### config.mk
export PLATFORM = sky130hd
export DESIGN_NAME = ddr_pic_top
export DESIGN_NICKNAME = d
export VERILOG_FILES = /design/src/ddr_pic_pkg.sv /design/src/sd_word_packer.sv /design/src/req_edge_sync.sv /design/src/port_sequencer.sv /design/src/ddr_pic_top.sv
export SDC_FILE = /design/constraint.sdc
export NUM_CORES = 1
export LEC_CHECK = 0
export BUFFER_PORTS_ARGS = -buffer_cell sky130_fd_sc_hd__buf_2
export CORE_MARGIN = 4
export CORE_UTILIZATION = 49
export DETAILED_ROUTE_END_ITERATION = 6
export GPL_ROUTABILITY_DRIVEN = 0
export PLACE_DENSITY = 0.88
export SYNTH_ARGS = -nofsm -noshare
export SYNTH_HDL_FRONTEND = slang
export SYNTH_HIERARCHICAL = 1
export SYNTH_SLANG_ARGS = --single-unit
### constraint.sdc
create_clock -name c3_clk0 -period 8.4 [get_ports c3_clk0]
set_clock_uncertainty 0.1 [all_clocks]
set_input_delay 0 -clock c3_clk0 [delete_from_list [all_inputs] [get_ports c3_clk0]]
set_output_delay 0 -clock c3_clk0 [all_outputs]
set_load 0.05 [all_outputs]
### src/ddr_pic_pkg.sv
package ddr_pic_pkg;

   //////////////////////////////////////////////////////////////////////
   // controller user port geometry
   //////////////////////////////////////////////////////////////////////

   parameter int unsigned PORT_DATA_W = 128;  // one user port word
   parameter int unsigned PORT_MASK_W = 16;   // one mask bit per byte
   parameter int unsigned BYTE_ADDR_W = 30;
   parameter int unsigned BL_W        = 6;    // burst length minus one
   parameter int unsigned INSTR_W     = 3;

   // bytes in one word, also the address step of one word
   parameter int unsigned WORD_BYTES  = 16;

   // first pixel word of the frame, restored on address reset
   parameter int unsigned FRAME_BASE_ADDR = 16;

   //////////////////////////////////////////////////////////////////////
   // command codes
   //////////////////////////////////////////////////////////////////////

   parameter logic [INSTR_W-1:0] CMD_WRITE = 3'b010;
   parameter logic [INSTR_W-1:0] CMD_READ  = 3'b001;

   //////////////////////////////////////////////////////////////////////
   // shared types
   //////////////////////////////////////////////////////////////////////

   typedef logic [PORT_DATA_W-1:0] port_word_t;
   typedef logic [BYTE_ADDR_W-1:0] byte_addr_t;

endpackage

### src/sd_word_packer.sv
module sd_word_packer import ddr_pic_pkg::*; (
   input  logic       c3_clk0,
   input  logic       rst,
   input  logic       calib_done,
   input  logic [7:0] sd_byte,
   input  logic       sd_byte_valid,
   output logic       word_valid,
   output port_word_t word_data
);

   localparam int ACC_W = PORT_DATA_W - 8;        // first 15 bytes of a word
   localparam int CNT_W = $clog2(WORD_BYTES);

   logic [ACC_W-1:0] acc;
   logic [CNT_W-1:0] byte_cnt;
   logic             last_byte;

   // 16th byte of the current word
   assign last_byte = sd_byte_valid && (byte_cnt == CNT_W'(WORD_BYTES - 1));

   //////////////////////////////////////////////////////////////////////
   // byte counter and word strobe
   //////////////////////////////////////////////////////////////////////

   always_ff @(posedge c3_clk0) begin
      if (rst || !calib_done) begin
         byte_cnt   <= '0;
         word_valid <= 1'b0;
      end else begin
         word_valid <= last_byte;              // one cycle per full word
         if (last_byte) begin
            byte_cnt <= '0;
         end else if (sd_byte_valid) begin
            byte_cnt <= byte_cnt + 1'b1;
         end
      end
   end

   //////////////////////////////////////////////////////////////////////
   // data path
   //////////////////////////////////////////////////////////////////////

   // oldest byte ends up in the top byte of the word
   always_ff @(posedge c3_clk0) begin
      if (sd_byte_valid) begin
         acc <= {acc[ACC_W-9:0], sd_byte};
      end
      if (last_byte) begin
         word_data <= {acc, sd_byte};          // held until the next word
      end
   end

endmodule

### src/req_edge_sync.sv
module req_edge_sync #(
   parameter int N_REQ = 3
) (
   input  logic             c3_clk0,
   input  logic             rst,
   input  logic             calib_done,
   input  logic [N_REQ-1:0] req_level,
   output logic [N_REQ-1:0] req_pulse
);

   logic [N_REQ-1:0] sync_1;
   logic [N_REQ-1:0] sync_2;
   logic [N_REQ-1:0] sync_3;                   // delayed copy for edge detect

   // two flops against metastability, then a registered rise detector
   always_ff @(posedge c3_clk0) begin
      if (rst || !calib_done) begin
         sync_1    <= '0;
         sync_2    <= '0;
         sync_3    <= '0;
         req_pulse <= '0;
      end else begin
         sync_1    <= req_level;
         sync_2    <= sync_1;
         sync_3    <= sync_2;
         req_pulse <= sync_2 & ~sync_3;        // one pulse per rise
      end
   end

endmodule

### src/port_sequencer.sv
module port_sequencer import ddr_pic_pkg::*; #(
   parameter int READ_BURST_LEN = 64
) (
   input  logic                   c3_clk0,
   input  logic                   rst,
   input  logic                   calib_done,
   input  logic                   pic_read_done,
   input  logic                   word_valid,
   input  port_word_t             word_data,
   input  logic                   addr_set,
   input  logic                   rd_cmd_req,
   input  logic                   rden_req,
   input  logic                   cmd_full,
   input  logic                   wr_full,
   output logic                   cmd_en,
   output logic [INSTR_W-1:0]     cmd_instr,
   output logic [BL_W-1:0]        cmd_bl,
   output byte_addr_t             cmd_byte_addr,
   output logic                   wr_en,
   output logic [PORT_MASK_W-1:0] wr_mask,
   output port_word_t             wr_data,
   output logic                   rd_en,
   output logic                   wr_busy,
   output logic                   word_drop
);

   // address step of one read burst, e.g. 64 words = 1024 bytes
   localparam byte_addr_t       RD_STEP  = byte_addr_t'(READ_BURST_LEN * WORD_BYTES);
   localparam logic [BL_W-1:0]  RD_BL    = BL_W'(READ_BURST_LEN - 1);
   localparam byte_addr_t       WR_STEP  = byte_addr_t'(WORD_BYTES);
   localparam byte_addr_t       BASE_ADR = byte_addr_t'(FRAME_BASE_ADDR);

   typedef enum logic [2:0] {
      ST_IDLE,
      ST_WR_DATA,
      ST_WR_CMD_START,
      ST_WR_CMD,
      ST_RD_CMD_START,
      ST_RD_CMD
   } state_t;

   state_t     state;
   logic       pend_valid;                     // one-word slot is full
   port_word_t pend_data;
   logic       wr_done;
   logic       word_take;

   //////////////////////////////////////////////////////////////////////
   // pending word slot
   //////////////////////////////////////////////////////////////////////

   // slot frees on the write command pulse
   assign wr_done   = (state == ST_WR_CMD) && !cmd_full;
   assign word_take = word_valid && (!pend_valid || wr_done);

   always_ff @(posedge c3_clk0) begin
      if (rst || !calib_done) begin
         pend_valid <= 1'b0;
         word_drop  <= 1'b0;
      end else begin
         if (word_take) begin
            pend_valid <= 1'b1;
         end else if (wr_done) begin
            pend_valid <= 1'b0;
         end
         if (word_valid && !word_take) begin
            word_drop <= 1'b1;                 // sticky until reset
         end
      end
   end

   always_ff @(posedge c3_clk0) begin
      if (word_take) begin
         pend_data <= word_data;
      end
   end

   assign wr_data = pend_data;                 // stable while the slot is full
   assign wr_mask = '0;                        // all 16 bytes written
   assign wr_busy = pend_valid;

   // display strobe owns the read port
   assign rd_en = rden_req;

   //////////////////////////////////////////////////////////////////////
   // command / write port FSM
   //////////////////////////////////////////////////////////////////////

   always_ff @(posedge c3_clk0) begin
      if (rst || !calib_done) begin
         state         <= ST_IDLE;
         cmd_en        <= 1'b0;
         cmd_instr     <= '0;
         cmd_bl        <= '0;
         cmd_byte_addr <= '0;
         wr_en         <= 1'b0;
      end else begin
         case (state)
            ST_IDLE: begin
               cmd_en <= 1'b0;
               wr_en  <= 1'b0;
               // read burst just issued, move past it
               if (cmd_en && cmd_instr == CMD_READ) begin
                  cmd_byte_addr <= cmd_byte_addr + RD_STEP;
               end
               if (pend_valid) begin
                  state <= ST_WR_DATA;         // writes go first
               end else if (pic_read_done) begin
                  if (addr_set) begin
                     cmd_byte_addr <= BASE_ADR;
                  end else if (rd_cmd_req) begin
                     state <= ST_RD_CMD_START;
                  end
               end
            end

            ST_WR_DATA: begin
               if (!wr_full) begin
                  wr_en <= 1'b1;
                  state <= ST_WR_CMD_START;
               end
            end

            ST_WR_CMD_START: begin
               wr_en         <= 1'b0;
               cmd_instr     <= CMD_WRITE;
               cmd_bl        <= '0;            // single word burst
               cmd_byte_addr <= cmd_byte_addr + WR_STEP;
               state         <= ST_WR_CMD;
            end

            ST_WR_CMD: begin
               if (!cmd_full) begin
                  cmd_en <= 1'b1;
                  state  <= ST_IDLE;
               end
            end

            ST_RD_CMD_START: begin
               cmd_instr <= CMD_READ;
               cmd_bl    <= RD_BL;
               state     <= ST_RD_CMD;
            end

            ST_RD_CMD: begin
               // waits for room in the command FIFO
               if (!cmd_full) begin
                  cmd_en <= 1'b1;
                  state  <= ST_IDLE;
               end
            end

            default: begin
               cmd_en <= 1'b0;
               wr_en  <= 1'b0;
               state  <= ST_IDLE;
            end
         endcase
      end
   end

endmodule

### src/ddr_pic_top.sv
module ddr_pic_top import ddr_pic_pkg::*; #(
   parameter int READ_BURST_LEN = 64
) (
   input  logic                   c3_clk0,
   input  logic                   rst,
   input  logic                   calib_done,

   // SD picture loader
   input  logic [7:0]             sd_byte,
   input  logic                   sd_byte_valid,
   input  logic                   pic_read_done,

   // display side, level signals
   input  logic                   disp_addr_set,
   input  logic                   disp_rd_cmd,
   input  logic                   disp_rden,

   // controller user port 0
   input  logic                   cmd_full,
   input  logic                   wr_full,
   input  port_word_t             rd_data,
   output logic                   cmd_en,
   output logic [INSTR_W-1:0]     cmd_instr,
   output logic [BL_W-1:0]        cmd_bl,
   output byte_addr_t             cmd_byte_addr,
   output logic                   wr_en,
   output logic [PORT_MASK_W-1:0] wr_mask,
   output port_word_t             wr_data,
   output logic                   rd_en,

   output port_word_t             ddr_data,
   output logic                   wr_busy,
   output logic                   word_drop
);

   logic       word_valid;
   port_word_t word_data;
   logic [2:0] disp_req_pulse;
   logic       addr_set;
   logic       rd_cmd_req;
   logic       rden_req;

   assign {addr_set, rd_cmd_req, rden_req} = disp_req_pulse;

   assign ddr_data = rd_data;                  // read FIFO output, no register

   //////////////////////////////////////////////////////////////////////
   // byte packing and request conditioning
   //////////////////////////////////////////////////////////////////////

   sd_word_packer sd_word_packer_inst (
      .c3_clk0       (c3_clk0),
      .rst           (rst),
      .calib_done    (calib_done),
      .sd_byte       (sd_byte),
      .sd_byte_valid (sd_byte_valid),
      .word_valid    (word_valid),
      .word_data     (word_data)
   );

   req_edge_sync #(
      .N_REQ (3)
   ) req_edge_sync_inst (
      .c3_clk0    (c3_clk0),
      .rst        (rst),
      .calib_done (calib_done),
      .req_level  ({disp_addr_set, disp_rd_cmd, disp_rden}),
      .req_pulse  (disp_req_pulse)
   );

   //////////////////////////////////////////////////////////////////////
   // controller port sequencing
   //////////////////////////////////////////////////////////////////////

   port_sequencer #(
      .READ_BURST_LEN (READ_BURST_LEN)
   ) port_sequencer_inst (
      .c3_clk0       (c3_clk0),
      .rst           (rst),
      .calib_done    (calib_done),
      .pic_read_done (pic_read_done),
      .word_valid    (word_valid),
      .word_data     (word_data),
      .addr_set      (addr_set),
      .rd_cmd_req    (rd_cmd_req),
      .rden_req      (rden_req),
      .cmd_full      (cmd_full),
      .wr_full       (wr_full),
      .cmd_en        (cmd_en),
      .cmd_instr     (cmd_instr),
      .cmd_bl        (cmd_bl),
      .cmd_byte_addr (cmd_byte_addr),
      .wr_en         (wr_en),
      .wr_mask       (wr_mask),
      .wr_data       (wr_data),
      .rd_en         (rd_en),
      .wr_busy       (wr_busy),
      .word_drop     (word_drop)
   );

endmodule

==> results of run 1 <==
[through the flow]
step | hold slack (ns) | std cells | utilization [%]
2_1_floorplan | -0.00113 | 918 | -
3_3_place_gp | -0.0997 | 1321 | 50.8
3_5_place_dp | -0.0997 | 1321 | 50.8
4_1_cts | 0.0724 | 1546 | 60.0
5_1_grt | 0.101 | 1548 | 60.0
6_report | 0.113 | 1548 | 60.0
[power by group]
group,total (uW),internal [uW],switching (uW)
registers,2360,2340,17.4
logic,227,54.0,173
clock network,1780,1040,737
[cell families (layout without fill, tap and decap cells)]
logic type | count (synthesis) | count (layout)
flops | 428 | 428
buf+inv | 189 | 421
simple gates | 161 | 161
compound gates | 108 | 108
xor+xnor | 4 | 4
mux | 4 | 4
fa+ha+maj | 3 | 3
other cells | 1 | 23
[layout make-up]
| class | instances | area share, % |
|---|---|---|
| clock buffer | 53 | 6.31 |
| inverter | 7 | 0.169 |
| timing repair buffer | 338 | 13.3 |
| sequential | 428 | 66.7 |
| tap | 396 | 2.68 |
| antenna | 2 | 0.0271 |
| clock inverter | 23 | 0.886 |
| multi-input combinational | 301 | 9.97 |
[critical path, delay by kind of cell, from the launching register on]
family	cells	cell delay (ns)
compound gates	1	0.49
buf+inv	3	1.99
flops	1	1.07
simple gates	1	0.11
[metal layers]
metal | up-vias | track usage [%] | wire, microns
li1 | 3667 | - | -
met1 | 3892 | 21.7 | 11700
met2 | 465 | 27.6 | 15400
met3 | 77 | 4.75 | 2820
met4 | 0 | 5.81 | 859
met5 | - | 0 | 0
[timing repair]
item	4_1_cts	5_1_grt
hold buffers	149	0
endpoints found under the hold margin	222	0
setup buffers	0	0
[registers in the layout (all words and copies together) (netlist names), 3 cells and up]
signal	flops
req_edge_sync_inst/sync_1	3
sd_word_packer_inst/word_data	128
sd_word_packer_inst/byte_cnt	4
req_edge_sync_inst/req_pulse	3
port_sequencer_inst/wr_data	128
port_sequencer_inst/cmd_byte_addr	26
req_edge_sync_inst/sync_2	3
sd_word_packer_inst/acc	120
port_sequencer_inst/state	3
req_edge_sync_inst/sync_3	3
[worst paths after layout]
| check | end | cells after the start | slack, ns |
|---|---|---|---|
| setup / recovery | port_sequencer_inst/wr_data[93]$_DFFE_PP_ | 5 | 4.10 |
| hold / removal | sd_word_packer_inst/acc[2]$_DFFE_PP_ | 2 | 0.11 |
| setup reg to reg | port_sequencer_inst/wr_data[93]$_DFFE_PP_ | 5 | 4.10 |
| hold reg to reg | port_sequencer_inst/wr_data[11]$_DFFE_PP_ | 0 | 0.31 |
[cell usage in the layout, fill, tap and decap left out, drive strengths merged, types with 4 or more instances in the layout]
master         n
nand2b         4
dlygate4sd3  149
nand2         28
a22oi          7
a31oi          8
nand4         12
clkinv        17
edfxtp       376
o31ai          6
inv            9
nor2          40
clkbuf        53
a21oi         25
and3b         11
dfxtp         52
nand3         16
or4            4
nor4           6
a211oi         8
nor3          17
o21ai         24
conb          21
buf          189
==> summary.txt, run 1 <==
Setup path
  – Critical path launch point type: flop
  – CP most frequent cell: buf_4
  – Critical path class: reg -> reg
  – Reg2Reg Launch Point: port_sequencer_inst/state[1]$_SDFFE_PP0P_
  – Worst-path fanout max: 70
  – Worst setup path startpoint: port_sequencer_inst/state[1]$_SDFFE_PP0P_
  – Worst EP arrival: 4.33 ns
  – CP cell instances: inv_1 > o31a_1 > nor2b_4 > buf_4 > buf_4
  – Crit path largest cell delay: 1.07 ns
  – Endpoint class of the critical path: flop
  – Worst Path Required: 8.43 ns
  – Slowest-stage cell, CP: dfxtp_1

Global routing
  – Vias in the first global route: 8,083
  – First-pass GRT wire length: 45.6 mm
  – Total track usage: 16.8%
  – Antenna violations before repair: 2
  – Largest net degree at the start of global routing: 71
  – GRT Residual Overflow: 0

Logic synthesis
  – Post-synth top area share: 73.3%
  – Syn_area_per_cell: 17.2 sq um
  – Top-count cell post-synth: edfxtp_1
  – Seq/Total Area, Yosys: 80.1%
  – Synth Area in XOR/XNOR: 0.227%
  – Complex-gate fraction of the synthesized area: 4.77%
  – Simple-gate portion of the synthesized area: 5.90%
  – Mapped Area: 15,400 sq um
  – Largest family of logic cells by synthesized area: buffers and inverters
  – Post-synth EDFFs: 376
  – Yosys reg bits: 428
  – Syn Inst Count: 898
  – Most frequent cells after synthesis: edfxtp_1 (376), buf_4 (156), dfxtp_1 (52)
  – Area leader, netlist: edfxtp_1
  – Ranking of synthesized cells by area: edfxtp_1 (73%), buf_4 (7.6%), dfxtp_1 (6.8%)
  – Most frequently used flop master after synthesis: edfxtp_1
  – Synthesis Warnings: 6
  – Count of cell types in the netlist: 68
  – Synth Area in Adders: 0.244%
  – Post-synthesis mux area share: 0.268%
  – Fraction of registers with async set/reset: 0%

Floorplan
  – Die Ht: 185 microns
  – Width of the die: 185 microns
  – Core area: 30,800 sq um
  – Die ar.: 34,300 sq um
  – Initial Util: 50.0%
  – Row cnt: 64
  – I/O pins: 462

Pwr
  – VDD IR max: 0.184 mV
  – PwrDens: 236 nW/um^2
  – Leak pwr: 0.00658 uW
  – Total power: 4370 uW

Final layout
  – Final nets: 1,267
  – Register area: 12,300 sq um
  – Finished Cell Area: 18,500 sq um
  – Area Overhead vs Synth: 20.0%
  – Fillers: 2,214
  – Area of the multi-input gates: 1840 sq um
  – Fraction of layout cells with a size suffix above 1: 23.6%

Route
  – Via Count: 8,101
  – Routed len/inst: 19.9 microns
  – Post-route DRC violation count: 0
  – ANT nets after route: 0
  – Vias per cell: 5.23
  – Pre-antenna DRT Iters: 5
  – DRT iter0 DRCs: 799
  – Drt total wl: 30.8 mm

STA
  – Max frequency: 233 MHz
  – Slew Limit Fails: 0
  – Setup TNS: 0 ns
  – Worst-Margin Slew: 1.22 ns
  – Period utilization: 51.2%
  – Relative slew slack: 18.1%
  – Fin. Hold Viols: 0
  – Min cycle time layout: 4.30 ns
  – Unrepaired setup endpoints after global routing: no
  – Final setup margin: 4.10 ns
  – Final setup fails: 0

Clock tree
  – CTS sink count: 428
  – Clk buf depth: 3
  – Reg clk slew, reported paths: 0.06 ns
  – CTS tree: built
  – TritonCTS Buffers: 42
  – Clock root cell: clkbuf_16
  – Post-CTS Resized: 0
  – H-tree lvl count: 2
  – Skew-Pair Late Insertion Delay: 0.53 ns

Placement
  – Placed inst area: 15,700 sq um
  – PortBufs: 184
  – HPWL Detailed: 16.9 mm
  – DP Worst Slack: 4.22 ns

Job
  – # Max-Cap Violations: 0

Run status
  – Status: finished clean

Hold path
  – Hold Path Origin: sd_byte[2]
  – HP Class: in -> reg
No activity file was read; power rests on OpenSTA's default activity.
==> run 2, diff against run 1 <==
Settings changed: ABC_AREA set to 1, CORE_UTILIZATION 49 to 46, PLACE_DENSITY 0.88 to 0.86.
Clock period 8.4 ns to 3.7 ns, I/O delays scaled along.
==> summary.txt, run 2 <==
Floorplan
  – Core area: 33,400 sq um (was 30,800 sq um)
  – Row cnt: 67 (was 64)
  – Initial Util: 46.5% (was 50.0%)
  – I/O pins: 462 (unchanged)
  – Die ar.: 36,800 sq um (was 34,300 sq um)
  – Die Ht: 192 microns (was 185 microns)
  – Width of the die: 192 microns (was 185 microns)

Hold path
  – HP Class: in -> reg (unchanged)

Final layout
  – Final nets: 1,391 (was 1,267)
  – Area Overhead vs Synth: 21.2% (was 20.0%)
  – Most frequent cells in the layout: edfxtp_1 (376), buf_2 (183), dlygate4sd3_1 (149), nand2_1 (103), inv_1 (68) (was edfxtp_1 (376), buf_2 (183), dlygate4sd3_1 (149), dfxtp_1 (52), clkbuf_16 (45))
  – Fraction of layout cells with a size suffix above 1: 22.5% (was 23.6%)
  – # diodes: 0 (was 2)
  – Commonest non-fill, non-tap cell in the layout: edfxtp_1 (unchanged)
  – Non-Filler Instances: 1,720 (was 1,548)

Route
  – DR top layer: met4 (unchanged)
  – Met2 WL post-DR: 15.1 mm (was 15.4 mm)
  – DRT iter0 DRCs: 841 (was 799)
  – Drt total wl: 31.0 mm (was 30.8 mm)
  – Pre-antenna DRT Iters: 6 (was 5)
  – Post-route DRC violation count: 0 (unchanged)
  – Routed len/inst: 18.0 microns (was 19.9 microns)
  – Vias per cell: 4.90 (was 5.23)
  – M1 WL: 12.5 mm (was 11.7 mm)
  – ANT nets after route: 0 (unchanged)
  – Routed length on met3: 2.25 mm (was 2.82 mm)
  – Via Count: 8,427 (was 8,101)

Clock tree
  – H-tree lvl count: 2 (unchanged)
  – Clk buf depth: 3 (unchanged)
  – Skew-Pair Late Insertion Delay: 0.55 ns (was 0.53 ns)
  – CTS sink count: 428 (unchanged)
  – Post-CTS Resized: 0 (unchanged)
  – CTS tree: built (unchanged)
  – Hold Buf Count CTS: 149 (unchanged)
  – Reg clk slew, reported paths: 0.06 ns (about the same)
  – Clock root cell: clkbuf_16 (unchanged)
  – Post-CTS setup buffer count: 0 (unchanged)
  – TritonCTS Buffers: 42 (unchanged)

Placement
  – Placed Instances: 1,497 (was 1,321)
  – HPWL Detailed: 17.9 mm (was 16.9 mm)
  – PortBufs: 184 (unchanged)

Global routing
  – Total track usage: 15.7% (was 16.8%)
  – First-pass GRT wire length: 45.7 mm (was 45.6 mm)
  – Vias in the first global route: 8,127 (was 8,083)
  – Antenna violations before repair: 0 (was 2)
  – Largest net degree at the start of global routing: 80 (was 71)
  – GRT Residual Overflow: 0 (unchanged)

Setup path
  – Worst Path Required: 3.84 ns (was 8.43 ns)
  – Endpoint class of the critical path: flop (unchanged)
  – Top delay family on crit path: simple AND/OR/NAND/NOR gates (was buffers and inverters)
  – Worst-path fanout max: 25 (was 70)
  – Crit path largest cell delay: 0.73 ns (was 1.07 ns)
  – Worst EP arrival: 2.50 ns (was 4.33 ns)
  – Bufs and invs on worst path: 2 (was 3)
  – Critical path launch point type: flop (unchanged)
  – Critical path class: reg -> reg (unchanged)
  – Slowest-stage cell, CP: nor2_4 (was dfxtp_1)
  – CP cell instances: inv_2 > nor3_1 > a21oi_1 > nor2_4 > buf_4 (was inv_1 > o31a_1 > nor2b_4 > buf_4 > buf_4)

Logic synthesis
  – Synthesis Warnings: 6 (unchanged)
  – Top-count cell post-synth: edfxtp_1 (unchanged)
  – Fraction of registers with async set/reset: 0% (unchanged)
  – Yosys reg bits: 428 (unchanged)
  – Count of cell types in the netlist: 43 (was 68)
  – Most frequently used flop master after synthesis: edfxtp_1 (unchanged)
  – Ranking of synthesized cells by area: edfxtp_1 (73%), buf_4 (7.6%), dfxtp_1 (6.7%) (was edfxtp_1 (73%), buf_4 (7.6%), dfxtp_1 (6.8%))
  – Syn_area_per_cell: 15.5 sq um (was 17.2 sq um)
  – Syn Inst Count: 1,004 (was 898)
  – Area leader, netlist: edfxtp_1 (unchanged)
  – Post-synth EDFFs: 376 (unchanged)
  – Most frequent cells after synthesis: edfxtp_1 (376), buf_4 (158), nand2_1 (103) (was edfxtp_1 (376), buf_4 (156), dfxtp_1 (52))
  – Seq/Total Area, Yosys: 79.3% (was 80.1%)
  – Post-synth top area share: 72.7% (was 73.3%)
  – Mapped Area: 15,500 sq um (was 15,400 sq um)

STA
  – Max frequency: 424 MHz (was 233 MHz)
  – Slew Limit Fails: 0 (unchanged)
  – Min cycle time layout: 2.36 ns (was 4.30 ns)
  – Worst-Margin Slew: 0.946 ns (was 1.22 ns)
  – Fin. Hold Viols: 0 (unchanged)
  – Setup TNS: 0 ns (unchanged)
  – Unrepaired setup endpoints after global routing: no (unchanged)
  – Period utilization: 63.7% (was 51.2%)
  – Final setup fails: 0 (unchanged)
  – Relative slew slack: 36.8% (was 18.1%)

Pwr
  – VDD IR max: 0.390 mV (was 0.184 mV)
  – Total power: 10,100 uW (was 4370 uW)
  – Leak pwr: 0.00696 uW (was 0.00658 uW)
  – PwrDens: 536 nW/um^2 (was 236 nW/um^2)

Run status
  – Status: finished clean (unchanged)

Job
  – # Max-Cap Violations: 0 (unchanged)
-- run 2: cell types whose count changed after synthesis, sizes merged, moves of 6 or more --
cell / change
nand2: +84
inv: +67
nand3: +42
nor2: +22
clkbuf: -16
a21oi: +12
and3b: -11
nor3: -10
a22oi: -7
a31oi: -7
nor4: -6
o31ai: -6
-- run 2: final timing paths --
kind / from / endpoint / slack, ns / depth (start not counted)
worst max-delay path: port_sequencer_inst/state[0]$_SDFFE_PP0P_ / port_sequencer_inst/wr_data[1]$_DFFE_PP_ / 1.34 / 5
worst min-delay path: sd_byte[4] / sd_word_packer_inst/acc[4]$_DFFE_PP_ / 0.07 / 2
worst max register to register: port_sequencer_inst/state[0]$_SDFFE_PP0P_ / port_sequencer_inst/wr_data[1]$_DFFE_PP_ / 1.34 / 5
worst min register to register: sd_word_packer_inst/word_data[30]$_DFFE_PP_ / port_sequencer_inst/wr_data[30]$_DFFE_PP_ / 0.30 / 0
-- run 2: logic make-up (layout without fill, tap and decap cells) --
logic type / Yosys count / in the layout / synth area share, %
compound gates: 74 / 74 / 2.75
xor+xnor: 3 / 3 / 0.169
fa+ha+maj: 3 / 3 / 0.242
buf+inv: 242 / 490 / 9.83
flops: 428 / 428 / 79.3
other cells: 1 / 21 / 0.0241
simple gates: 253 / 253 / 7.64
-- run 2: metal layers --
layer | vias to the layer above | GRT usage (%)
met5 | - | 0
met4 | 0 | 6.30
met3 | 89 | 2.93
met2 | 446 | 25.4
met1 | 4052 | 21.3
li1 | 3840 | -
-- run 2: layout make-up --
cell class | instances | area [sq um]
Timing Repair Buffer | 341 | 2530
Inverter | 75 | 285
Clock buffer | 49 | 1110
Clock inverter | 25 | 251
Fill cell | 2477 | 14600
Tap cell | 448 | 561
Sequential cell | 428 | 12300
Multi-Input combinational cell | 354 | 1760
-- run 2: where the power goes --
| group | internal [uW] | switching (uW) |
|---|---|---|
| clock network | 2370 | 1720 |
| logic | 145 | 477 |
| registers | 5330 | 49.6 |
-- run 2: per-stage QoR --
| step | cell area, sq um | util, % | hold WS, ns | worst slack (ns) |
|---|---|---|---|---|
| final | 18800 | 56.3 | 0.0700 | 1.34 |
| after global routing | 18800 | 56.3 | 0.0676 | 1.22 |
| after CTS | 18800 | 56.3 | 0.0411 | 1.32 |
| after detailed placement | 16000 | 47.8 | -0.0997 | 1.32 |
| after global placement | 16000 | 47.8 | -0.0997 | 1.38 |
| after floorplan | 15600 | - | -0.0215 | 0.548 |
